--- config.mk ---
export PLATFORM = sky130hd
export DESIGN_NAME = noc_router
export DESIGN_NICKNAME = d
export VERILOG_FILES = /design/src/noc_pkg.sv /design/src/noc_router.sv /design/src/noc_crossbar.sv /design/src/noc_switch_control.sv /design/src/noc_route_calc.sv /design/src/noc_input_fifo.sv
export SDC_FILE = /design/constraint.sdc
export NUM_CORES = 1
export LEC_CHECK = 0
export BUFFER_PORTS_ARGS = -buffer_cell sky130_fd_sc_hd__buf_2
export CAP_MARGIN = 20
export CORE_ASPECT_RATIO = 0.6
export CORE_MARGIN = 2
export CORE_UTILIZATION = 40
export CTS_BUF_LIST = sky130_fd_sc_hd__clkbuf_8
export CTS_CLUSTER_DIAMETER = 150
export DETAILED_ROUTE_END_ITERATION = 10
export PLACE_DENSITY = 0.58
export SETUP_SLACK_MARGIN = 0.3
export SLEW_MARGIN = 15
export SYNTH_ARGS = -nofsm -noshare
export SYNTH_HDL_FRONTEND = slang
export SYNTH_SLANG_ARGS = --single-unit
export TNS_END_PERCENT = 20
--- constraint.sdc ---
create_clock -name clk -period 12.1 [get_ports clk]
set_clock_uncertainty 0.05 [all_clocks]
set_input_delay 1.21 -clock clk [delete_from_list [all_inputs] [get_ports clk]]
set_output_delay 1.21 -clock clk [all_outputs]
set_load 0.05 [all_outputs]
--- src/noc_pkg.sv ---
// NoC router package
// Mesh geometry, port numbering, input queue depth and the packet
// format shared by all blocks of the five-port input-buffered router

package noc_pkg;

  // ----------------------------------------------------------------------
  // Router ports
  // ----------------------------------------------------------------------
  localparam int NUM_PORTS  = 5;  // Local core plus four neighbours

  localparam int PORT_LOCAL = 0;  // Attached processing core
  localparam int PORT_NORTH = 1;  // Towards smaller y
  localparam int PORT_EAST  = 2;  // Towards larger x
  localparam int PORT_SOUTH = 3;  // Towards larger y
  localparam int PORT_WEST  = 4;  // Towards smaller x

  // ----------------------------------------------------------------------
  // Mesh and buffering
  // ----------------------------------------------------------------------
  localparam int MESH_X     = 4;  // Columns
  localparam int MESH_Y     = 4;  // Rows
  localparam int FIFO_DEPTH = 4;  // Packets per input queue

  // One coordinate, sized for the larger mesh dimension
  typedef logic [$clog2((MESH_X > MESH_Y) ? MESH_X : MESH_Y)-1:0] coord_t;

  typedef logic [15:0] payload_t;  // Packet data

  // One bit per router port, bit index equals port index
  typedef logic [NUM_PORTS-1:0] port_vec_t;

  // Queue occupancy, must reach FIFO_DEPTH itself
  typedef logic [$clog2(FIFO_DEPTH+1)-1:0] count_t;

  // Single-flit packet, destination first
  typedef struct packed {
    coord_t   dest_x;   // Destination column
    coord_t   dest_y;   // Destination row
    payload_t payload;  // Carried data
  } packet_t;

endpackage
--- src/noc_router.sv ---
// Input-buffered mesh router, five ports
// Local, north, east, south and west inputs each feed a packet queue
// XY route calculation on every queue head, round-robin switch control
// and a one-hot crossbar towards the outputs
// Simple level flow control, o_en upstream and i_en downstream

module noc_router #(
  parameter int X_LOC = 0,  // Router column in the mesh
  parameter int Y_LOC = 0   // Router row in the mesh
) (
  input  logic                                        clk,
  input  logic                                        reset_n,

  // ----------------------------------------------------------------------
  // Upstream side, [local, north, east, south, west]
  // ----------------------------------------------------------------------
  input  noc_pkg::packet_t   [noc_pkg::NUM_PORTS-1:0] i_data,      // Packets in
  input  noc_pkg::port_vec_t                          i_data_val,  // Write per input
  output noc_pkg::port_vec_t                          o_en,        // Queue has room

  // ----------------------------------------------------------------------
  // Downstream side
  // ----------------------------------------------------------------------
  output noc_pkg::packet_t   [noc_pkg::NUM_PORTS-1:0] o_data,      // Packets out
  output noc_pkg::port_vec_t                          o_data_val,  // Valid per output
  input  noc_pkg::port_vec_t                          i_en         // Neighbour can take a word
);

  noc_pkg::packet_t   [noc_pkg::NUM_PORTS-1:0] head;      // Queue heads, [input]
  noc_pkg::port_vec_t                          head_val;  // Head valid per input
  noc_pkg::port_vec_t [noc_pkg::NUM_PORTS-1:0] req;       // Route requests, [input]
  noc_pkg::port_vec_t [noc_pkg::NUM_PORTS-1:0] grant;     // Grants, [output]
  noc_pkg::port_vec_t                          rd;        // Pop strobe per input

  // Queue and route calculator per input port
  for (genvar g = 0; g < noc_pkg::NUM_PORTS; g++) begin : g_input
    noc_input_fifo u_fifo (
      .clk        (clk),
      .reset_n    (reset_n),
      .i_data     (i_data[g]),      // From upstream
      .i_data_val (i_data_val[g]),
      .i_rd       (rd[g]),          // From switch control
      .o_data     (head[g]),        // To crossbar and route calc
      .o_data_val (head_val[g]),
      .o_en       (o_en[g])         // To upstream
    );

    noc_route_calc #(
      .X_LOC (X_LOC),
      .Y_LOC (Y_LOC)
    ) u_route (
      .i_dest_x (head[g].dest_x),
      .i_dest_y (head[g].dest_y),
      .i_val    (head_val[g]),
      .o_req    (req[g])            // To switch control
    );
  end

  // Arbitration per output, grants come back transposed
  noc_switch_control u_switch_ctrl (
    .clk     (clk),
    .reset_n (reset_n),
    .i_req   (req),
    .i_en    (i_en),                // Downstream back-pressure
    .o_grant (grant),
    .o_rd    (rd)
  );

  noc_crossbar u_xbar (
    .i_sel      (grant),
    .i_data     (head),
    .o_data     (o_data),
    .o_data_val (o_data_val)
  );

endmodule

--- src/noc_crossbar.sv ---
// One-hot crossbar
// Each output selects at most one input queue head through a one-hot
// select, and the output is valid whenever a select bit is set

module noc_crossbar (
  input  noc_pkg::port_vec_t [noc_pkg::NUM_PORTS-1:0] i_sel,      // [output], bit per input
  input  noc_pkg::packet_t   [noc_pkg::NUM_PORTS-1:0] i_data,     // Queue heads, [input]
  output noc_pkg::packet_t   [noc_pkg::NUM_PORTS-1:0] o_data,     // [output]
  output noc_pkg::port_vec_t                          o_data_val  // Output carries a packet
);

  always_comb begin
    for (int o = 0; o < noc_pkg::NUM_PORTS; o++) begin
      o_data[o] = '0;                          // Idle outputs drive zero
      for (int i = 0; i < noc_pkg::NUM_PORTS; i++) begin
        if (i_sel[o][i]) begin
          o_data[o] = i_data[i];
        end
      end
      o_data_val[o] = |i_sel[o];               // Any grant means valid
    end
  end

endmodule

--- src/noc_switch_control.sv ---
// Switch control
// One round-robin arbiter per output port, gated by the downstream
// enable of that output, producing one-hot grants over the inputs
// and the per-input read strobes for the input queues

module noc_switch_control (
  input  logic                                        clk,
  input  logic                                        reset_n,
  input  noc_pkg::port_vec_t [noc_pkg::NUM_PORTS-1:0] i_req,    // [input], bit per output
  input  noc_pkg::port_vec_t                          i_en,     // Downstream ready per output
  output noc_pkg::port_vec_t [noc_pkg::NUM_PORTS-1:0] o_grant,  // [output], bit per input
  output noc_pkg::port_vec_t                          o_rd      // Pop strobe per input
);

  // Priority pointer and winner per output
  logic [$clog2(noc_pkg::NUM_PORTS)-1:0] ptr_q   [noc_pkg::NUM_PORTS];
  logic [$clog2(noc_pkg::NUM_PORTS)-1:0] win_idx [noc_pkg::NUM_PORTS];

  noc_pkg::port_vec_t [noc_pkg::NUM_PORTS-1:0] grant_col;  // Grants transposed to [input]

  // ----------------------------------------------------------------------
  // Arbitration
  // ----------------------------------------------------------------------
  // Scan candidates from farthest to nearest in cyclic order so that the
  // last hit, the one closest to the pointer, is the one that remains
  always_comb begin
    int idx;
    for (int o = 0; o < noc_pkg::NUM_PORTS; o++) begin
      o_grant[o] = '0;
      win_idx[o] = '0;
      for (int k = noc_pkg::NUM_PORTS-1; k >= 0; k--) begin
        idx = int'(ptr_q[o]) + k;
        if (idx >= noc_pkg::NUM_PORTS) begin
          idx = idx - noc_pkg::NUM_PORTS;   // Cyclic wrap
        end
        if (i_en[o] && i_req[idx][o]) begin
          o_grant[o]      = '0;
          o_grant[o][idx] = 1'b1;
          win_idx[o]      = idx[$clog2(noc_pkg::NUM_PORTS)-1:0];
        end
      end
    end
  end

  // An input pops when any output took it
  always_comb begin
    for (int i = 0; i < noc_pkg::NUM_PORTS; i++) begin
      for (int o = 0; o < noc_pkg::NUM_PORTS; o++) begin
        grant_col[i][o] = o_grant[o][i];
      end
    end
    for (int i = 0; i < noc_pkg::NUM_PORTS; i++) begin
      o_rd[i] = |grant_col[i];
    end
  end

  // ----------------------------------------------------------------------
  // Priority pointers
  // ----------------------------------------------------------------------
  always_ff @(posedge clk) begin
    if (!reset_n) begin
      for (int o = 0; o < noc_pkg::NUM_PORTS; o++) begin
        ptr_q[o] <= '0;                      // Input 0 first after reset
      end
    end else begin
      for (int o = 0; o < noc_pkg::NUM_PORTS; o++) begin
        if (|o_grant[o]) begin               // Idle or blocked output keeps its pointer
          ptr_q[o] <= (win_idx[o] == noc_pkg::NUM_PORTS-1) ? '0 : win_idx[o] + 1'b1;
        end
      end
    end
  end

  // ----------------------------------------------------------------------
  // Checks
  // ----------------------------------------------------------------------
  for (genvar g = 0; g < noc_pkg::NUM_PORTS; g++) begin : g_chk
    // Holds only while each route calculator raises a single request
    a_single_output: assert property (@(posedge clk) disable iff (!reset_n)
      $onehot0(grant_col[g]))
      else $error("noc_switch_control: input %0d granted twice", g);
  end

endmodule

--- src/noc_route_calc.sv ---
// XY route calculation
// Turns the destination of a head packet into a one-hot output request
// X is resolved first, then Y, then the packet goes to the local core

module noc_route_calc #(
  parameter int X_LOC = 0,  // Own column
  parameter int Y_LOC = 0   // Own row, y grows to the south
) (
  input  noc_pkg::coord_t    i_dest_x,  // Destination column of head
  input  noc_pkg::coord_t    i_dest_y,  // Destination row of head
  input  logic               i_val,     // Head is valid
  output noc_pkg::port_vec_t o_req      // One bit per output port
);

  always_comb begin
    o_req = '0;
    if (i_val) begin
      // Dimension order, x first
      if (i_dest_x > noc_pkg::coord_t'(X_LOC)) begin
        o_req[noc_pkg::PORT_EAST] = 1'b1;
      end else if (i_dest_x < noc_pkg::coord_t'(X_LOC)) begin
        o_req[noc_pkg::PORT_WEST] = 1'b1;
      end else if (i_dest_y > noc_pkg::coord_t'(Y_LOC)) begin
        o_req[noc_pkg::PORT_SOUTH] = 1'b1;   // Larger y lies south
      end else if (i_dest_y < noc_pkg::coord_t'(Y_LOC)) begin
        o_req[noc_pkg::PORT_NORTH] = 1'b1;
      end else begin
        o_req[noc_pkg::PORT_LOCAL] = 1'b1;   // Arrived
      end
    end
  end

endmodule

--- src/noc_input_fifo.sv ---
// Input queue for one router port
// Circular buffer of packets with an occupancy counter
// o_en tells upstream there is room, o_data_val flags a valid head

module noc_input_fifo (
  input  logic             clk,
  input  logic             reset_n,
  input  noc_pkg::packet_t i_data,      // Packet from upstream
  input  logic             i_data_val,  // Write request, only while o_en high
  input  logic             i_rd,        // Pop head, from switch control
  output noc_pkg::packet_t o_data,      // Head packet
  output logic             o_data_val,  // Head is valid
  output logic             o_en         // Room for at least one packet
);

  noc_pkg::packet_t mem [noc_pkg::FIFO_DEPTH];        // Packet storage

  logic [$clog2(noc_pkg::FIFO_DEPTH)-1:0] wr_ptr_q;  // Next slot to write
  logic [$clog2(noc_pkg::FIFO_DEPTH)-1:0] rd_ptr_q;  // Current head slot
  noc_pkg::count_t                        count_q;   // Stored packets

  logic wr;  // Accepted write
  logic rd;  // Accepted read

  // ----------------------------------------------------------------------
  // Flow control levels
  // ----------------------------------------------------------------------
  assign o_en       = (count_q < noc_pkg::count_t'(noc_pkg::FIFO_DEPTH));
  assign o_data_val = (count_q != '0);

  assign wr = i_data_val & o_en;      // Push only with room
  assign rd = i_rd & o_data_val;

  assign o_data = mem[rd_ptr_q];      // Head visible the cycle after its write

  // Packet storage written on an accepted push
  always_ff @(posedge clk) begin
    if (wr) begin
      mem[wr_ptr_q] <= i_data;
    end
  end

  // ----------------------------------------------------------------------
  // Pointers and occupancy
  // ----------------------------------------------------------------------
  always_ff @(posedge clk) begin
    if (!reset_n) begin
      wr_ptr_q <= '0;
      rd_ptr_q <= '0;
      count_q  <= '0;
    end else begin
      if (wr) begin
        // Wrap explicitly so any depth works
        wr_ptr_q <= (wr_ptr_q == noc_pkg::FIFO_DEPTH-1) ? '0 : wr_ptr_q + 1'b1;
      end
      if (rd) begin
        rd_ptr_q <= (rd_ptr_q == noc_pkg::FIFO_DEPTH-1) ? '0 : rd_ptr_q + 1'b1;
      end
      case ({wr, rd})
        2'b10:   count_q <= count_q + 1'b1;  // Push only
        2'b01:   count_q <= count_q - 1'b1;  // Pop only
        default: count_q <= count_q;         // Idle or push and pop together
      endcase
    end
  end

  // Upstream respects o_en
  a_no_write_full: assert property (@(posedge clk) disable iff (!reset_n)
    i_data_val |-> o_en)
    else $error("noc_input_fifo: write while full");

  // Switch control pops only a valid head
  a_no_read_empty: assert property (@(posedge clk) disable iff (!reset_n)
    i_rd |-> o_data_val)
    else $error("noc_input_fifo: read while empty");

endmodule

==> metrics.log <==
INFO  metric number_of_buffers_inserted_by_post_cts_setup_repair = 0
INFO  metric final.period_utilization = 0.668
INFO  metric pin_count_of_the_biggest_net_entering_global_routing = 27
INFO  metric tritoncts.num_buffers = 68
INFO  metric clkSlewWorstSetupHoldPaths = 0.07 ns
INFO  metric end_kind = primary output
INFO  metric clock_tree.htree_level_count = 3
INFO  metric multiInputGateArea = 0.0106 mm²
INFO  metric netlist-cell-type-count = 98
INFO  metric final_util = 0.454
INFO  metric via_count = 17732
INFO  metric crit_path_max_incr_delay = 0.80 ns
INFO  metric fin_setup_tns = 0 ns
INFO  metric drt_drc_violations_left = 0
INFO  metric finalSetupViolations = 0
INFO  metric drive_above_1_share = 0.196
INFO  metric syn-cell-area = 0.0247 mm²
INFO  metric synth_flop_cell = sky130_fd_sc_hd__edfxtp_1
INFO  metric cell_by_cell_listing_of_the_critical_path = inv_1, ha_1, clkinv_1, o31ai_1, o221ai_1, a21oi_1, or2_1, a211o_1, nand2_1, nor4b_2, inv_1, buf_2
INFO  metric design.die.area = 0.0638 mm²
INFO  metric root_buffer = sky130_fd_sc_hd__clkbuf_8
INFO  metric grt_pass1_vias = 16299
INFO  metric placed_cells_incl_taps = 2883
INFO  metric floorplan.io_pins = 222
INFO  metric grt_setup_unrepaired = no
INFO  metric rows = 70
INFO  metric cts_max_path_buffers = 3
INFO  metric gp_congestion = 0.917
INFO  metric floorplan.initialDensity = 0.405
INFO  metric worst_path_dominant_cell_family = simple AND/OR/NAND/NOR gates
INFO  metric maxCapViolations = 0
INFO  metric hold_path.startpoint = g_input[1].u_fifo.rd_ptr_q[1]
INFO  metric layoutNonFillerInstCount = 3027
INFO  metric grt_pass1_wl = 107000 µm
INFO  metric area.sequential = 0.0132 mm²
INFO  metric worst_skew_late_latency = 0.62 ns
INFO  metric detail-route-antenna-nets = 0
INFO  metric cpMostUsedCell = sky130_fd_sc_hd__inv_1
INFO  metric path_class = reg -> out
INFO  metric timing.rr.end = g_input[2].u_fifo.count_q[2]
INFO  metric route.detailed.vias_per_inst = 5.86
INFO  metric timing.hold.worst_path_depth = 2
INFO  metric worst_max_slew_pin_slew = 1.11 ns
INFO  metric asyncSetResetFlopFracSynth = 0
INFO  metric outcome = complete, no violations
INFO  metric grt-ovfl-total = 0
INFO  metric syn_area_per_cell = 12.6 µm²
INFO  metric synth_area_leaders = sky130_fd_sc_hd__edfxtp_1, sky130_fd_sc_hd__mux4_2, sky130_fd_sc_hd__ha_1
INFO  metric drt_iter0_drc = 2556
INFO  metric cts.repair.resized = 0
INFO  metric cp.buffers_inverters = 4
INFO  metric critPathArrivalTime = 6.82 ns
INFO  metric place.detailed.hpwl = 54000 µm
INFO  metric hold_path.class = reg -> reg
INFO  metric final_hold_viol_count = 0
INFO  metric filler_cell_count = 5629
INFO  metric dieHeight = 196 µm
INFO  metric postSynthCellCount = 1952
INFO  metric drt-total-wl = 73900 µm
INFO  metric wl_per_cell = 24.4 µm
INFO  metric final_nets = 2352
INFO  metric yosysWarnings = 0
INFO  metric crit_path_max_fanout = 22
INFO  metric final_design_instance_area_without_fill = 0.0277 mm²
INFO  metric antenna_found_initial = 19
INFO  metric numClockSinks = 454
INFO  metric cts_tree = yes
INFO  metric post-route-min-period = 8.08 ns
INFO  metric regToRegStartpoint = u_switch_ctrl.ptr_q[0][10]
INFO  metric critPathLaunch = u_switch_ctrl.ptr_q[0][7]
INFO  metric syn_to_final_growth = 12.1%
INFO  metric yosys.area.top_type_share = 0.497
INFO  metric slew_violations = 0
INFO  metric number_of_synthesized_flops_with_an_enable_pin = 409
INFO  metric setup.reg_to_reg.worst_slack = 4.99 ns
INFO  metric timing.slew.headroom = 0.258
INFO  metric synth_seq_area_share = 0.534
INFO  metric required = 10.84 ns
INFO  metric drt_pass1_iterations = 8
INFO  metric largest_area_contributor_in_the_netlist = sky130_fd_sc_hd__edfxtp_1
INFO  metric grt.total_usage = 0.226
INFO  metric start_kind = flop
INFO  metric post_dp_cell_area = 0.0262 mm²
INFO  metric cts.hold.buffers_added = 0
INFO  metric timing.critical_path.slowest_stage_cell = sky130_fd_sc_hd__nor4b_2
INFO  metric core = 0.0610 mm²
INFO  metric place.port_buffers = 171
INFO  metric max_clock_freq = 124 MHz
INFO  metric worst_r2r_path_depth = 20
INFO  metric die_width = 325 µm
INFO  metric synth-seq-cells = 454
cells by family after synthesis:
family	synth area share
flops	0.534
mux	0.119
compound gates	0.125
simple gates	0.109
other cells	0.000152
buf+inv	0.0450
fa+ha+maj	0.0561
xor+xnor	0.0114
worst min-delay path, delay by kind of cell, from the launching register on:
family,cells,cell delay [ns]
compound gates,1,0.07
simple gates,1,0.06
flops,1,0.32
state kept, by name, indices dropped and copies added, names as in the netlist, named ones only:
signal,cells
u_switch_ctrl.ptr_q,9
g_input.u_fifo.mem,400
g_input.u_fifo.wr_ptr_q,10
g_input.u_fifo.count_q,15
g_input.u_fifo.rd_ptr_q,10
cells in the mapped netlist, drive strengths merged (6+ instances only):
library cell,instances
nor3,33
nand4,9
nor2,131
nand2b,21
a31oi,16
mux2,6
o31ai,16
or2,9
or3,20
edfxtp,409
o21ai,78
nor4,14
and3,6
a221o,6
nor2b,18
ha,98
fa,8
o211ai,9
o221ai,12
and2,29
mux2i,54
nand3,64
nor4b,11
a222oi,39
nand2,147
a21oi,86
a211oi,16
clkbuf,63
xor2,11
inv,83
a22o,20
dfxtp,45
xnor2,21
a22oi,39
o22ai,7
mux4,103
o21a,6
buf,82
a21o,10
layer usage:
layer / vias to the layer above / wire (µm) / track usage
li1: 7926 / - / -
met1: 8823 / 35500 / 0.366
met2: 880 / 28700 / 0.291
met3: 97 / 8200 / 0.0624
met4: 6 / 1360 / 0.0506
met5: - / 43 / 0
final cells by class:
type | count | share of cell area
Sequential cell | 454 | 0.476
Tap cell | 828 | 0.0374
Timing Repair Buffer | 210 | 0.0437
Clock buffer | 69 | 0.0343
Multi-Input combinational cell | 1315 | 0.384
Inverter | 85 | 0.0115
Antenna cell | 13 | 0.00118
Clock inverter | 53 | 0.0119
worst max path at each step:
stage | endpoint | cells after the start
2_1_floorplan | o_data[0] | 17
3_3_place_gp | o_data_val[2] | 12
3_5_place_dp | o_data_val[2] | 12
4_1_cts | o_data_val[2] | 12
5_1_grt | o_data_val[2] | 12
6_report | o_data_val[2] | 12
cell usage in the layout (no fill, tap or decap), types with 31 or more instances in the layout:
cell type / netlist / layout
sky130_fd_sc_hd__mux2i_1: 54 / 54
sky130_fd_sc_hd__nor2_1: 131 / 131
sky130_fd_sc_hd__dfxtp_1: 45 / 45
sky130_fd_sc_hd__inv_1: 81 / 114
sky130_fd_sc_hd__nor3_1: 31 / 31
sky130_fd_sc_hd__a21oi_1: 86 / 86
sky130_fd_sc_hd__buf_2: 18 / 171
sky130_fd_sc_hd__a222oi_1: 39 / 39
sky130_fd_sc_hd__edfxtp_1: 409 / 409
sky130_fd_sc_hd__a22oi_1: 39 / 39
sky130_fd_sc_hd__nand3_1: 64 / 64
sky130_fd_sc_hd__nand2_1: 146 / 146
sky130_fd_sc_hd__mux4_2: 97 / 97
sky130_fd_sc_hd__clkbuf_8: 0 / 69
sky130_fd_sc_hd__o21ai_0: 55 / 55
sky130_fd_sc_hd__buf_4: 56 / 31
sky130_fd_sc_hd__conb_1: 1 / 48
sky130_fd_sc_hd__ha_1: 98 / 98
stage by stage:
| stage | setup slack, ns | hold WS [ns] |
|---|---|---|
| floorplan | 6.25 | 0.396 |
| global placement | 4.76 | 0.410 |
| detailed placement | 4.73 | 0.434 |
| CTS | 4.05 | 0.444 |
| global route | 3.69 | 0.475 |
| finish | 4.02 | 0.444 |
Power is left out: the tool's default activity adds up to more than one toggle a clock period on the data nets, which glitch-free logic cannot reach.
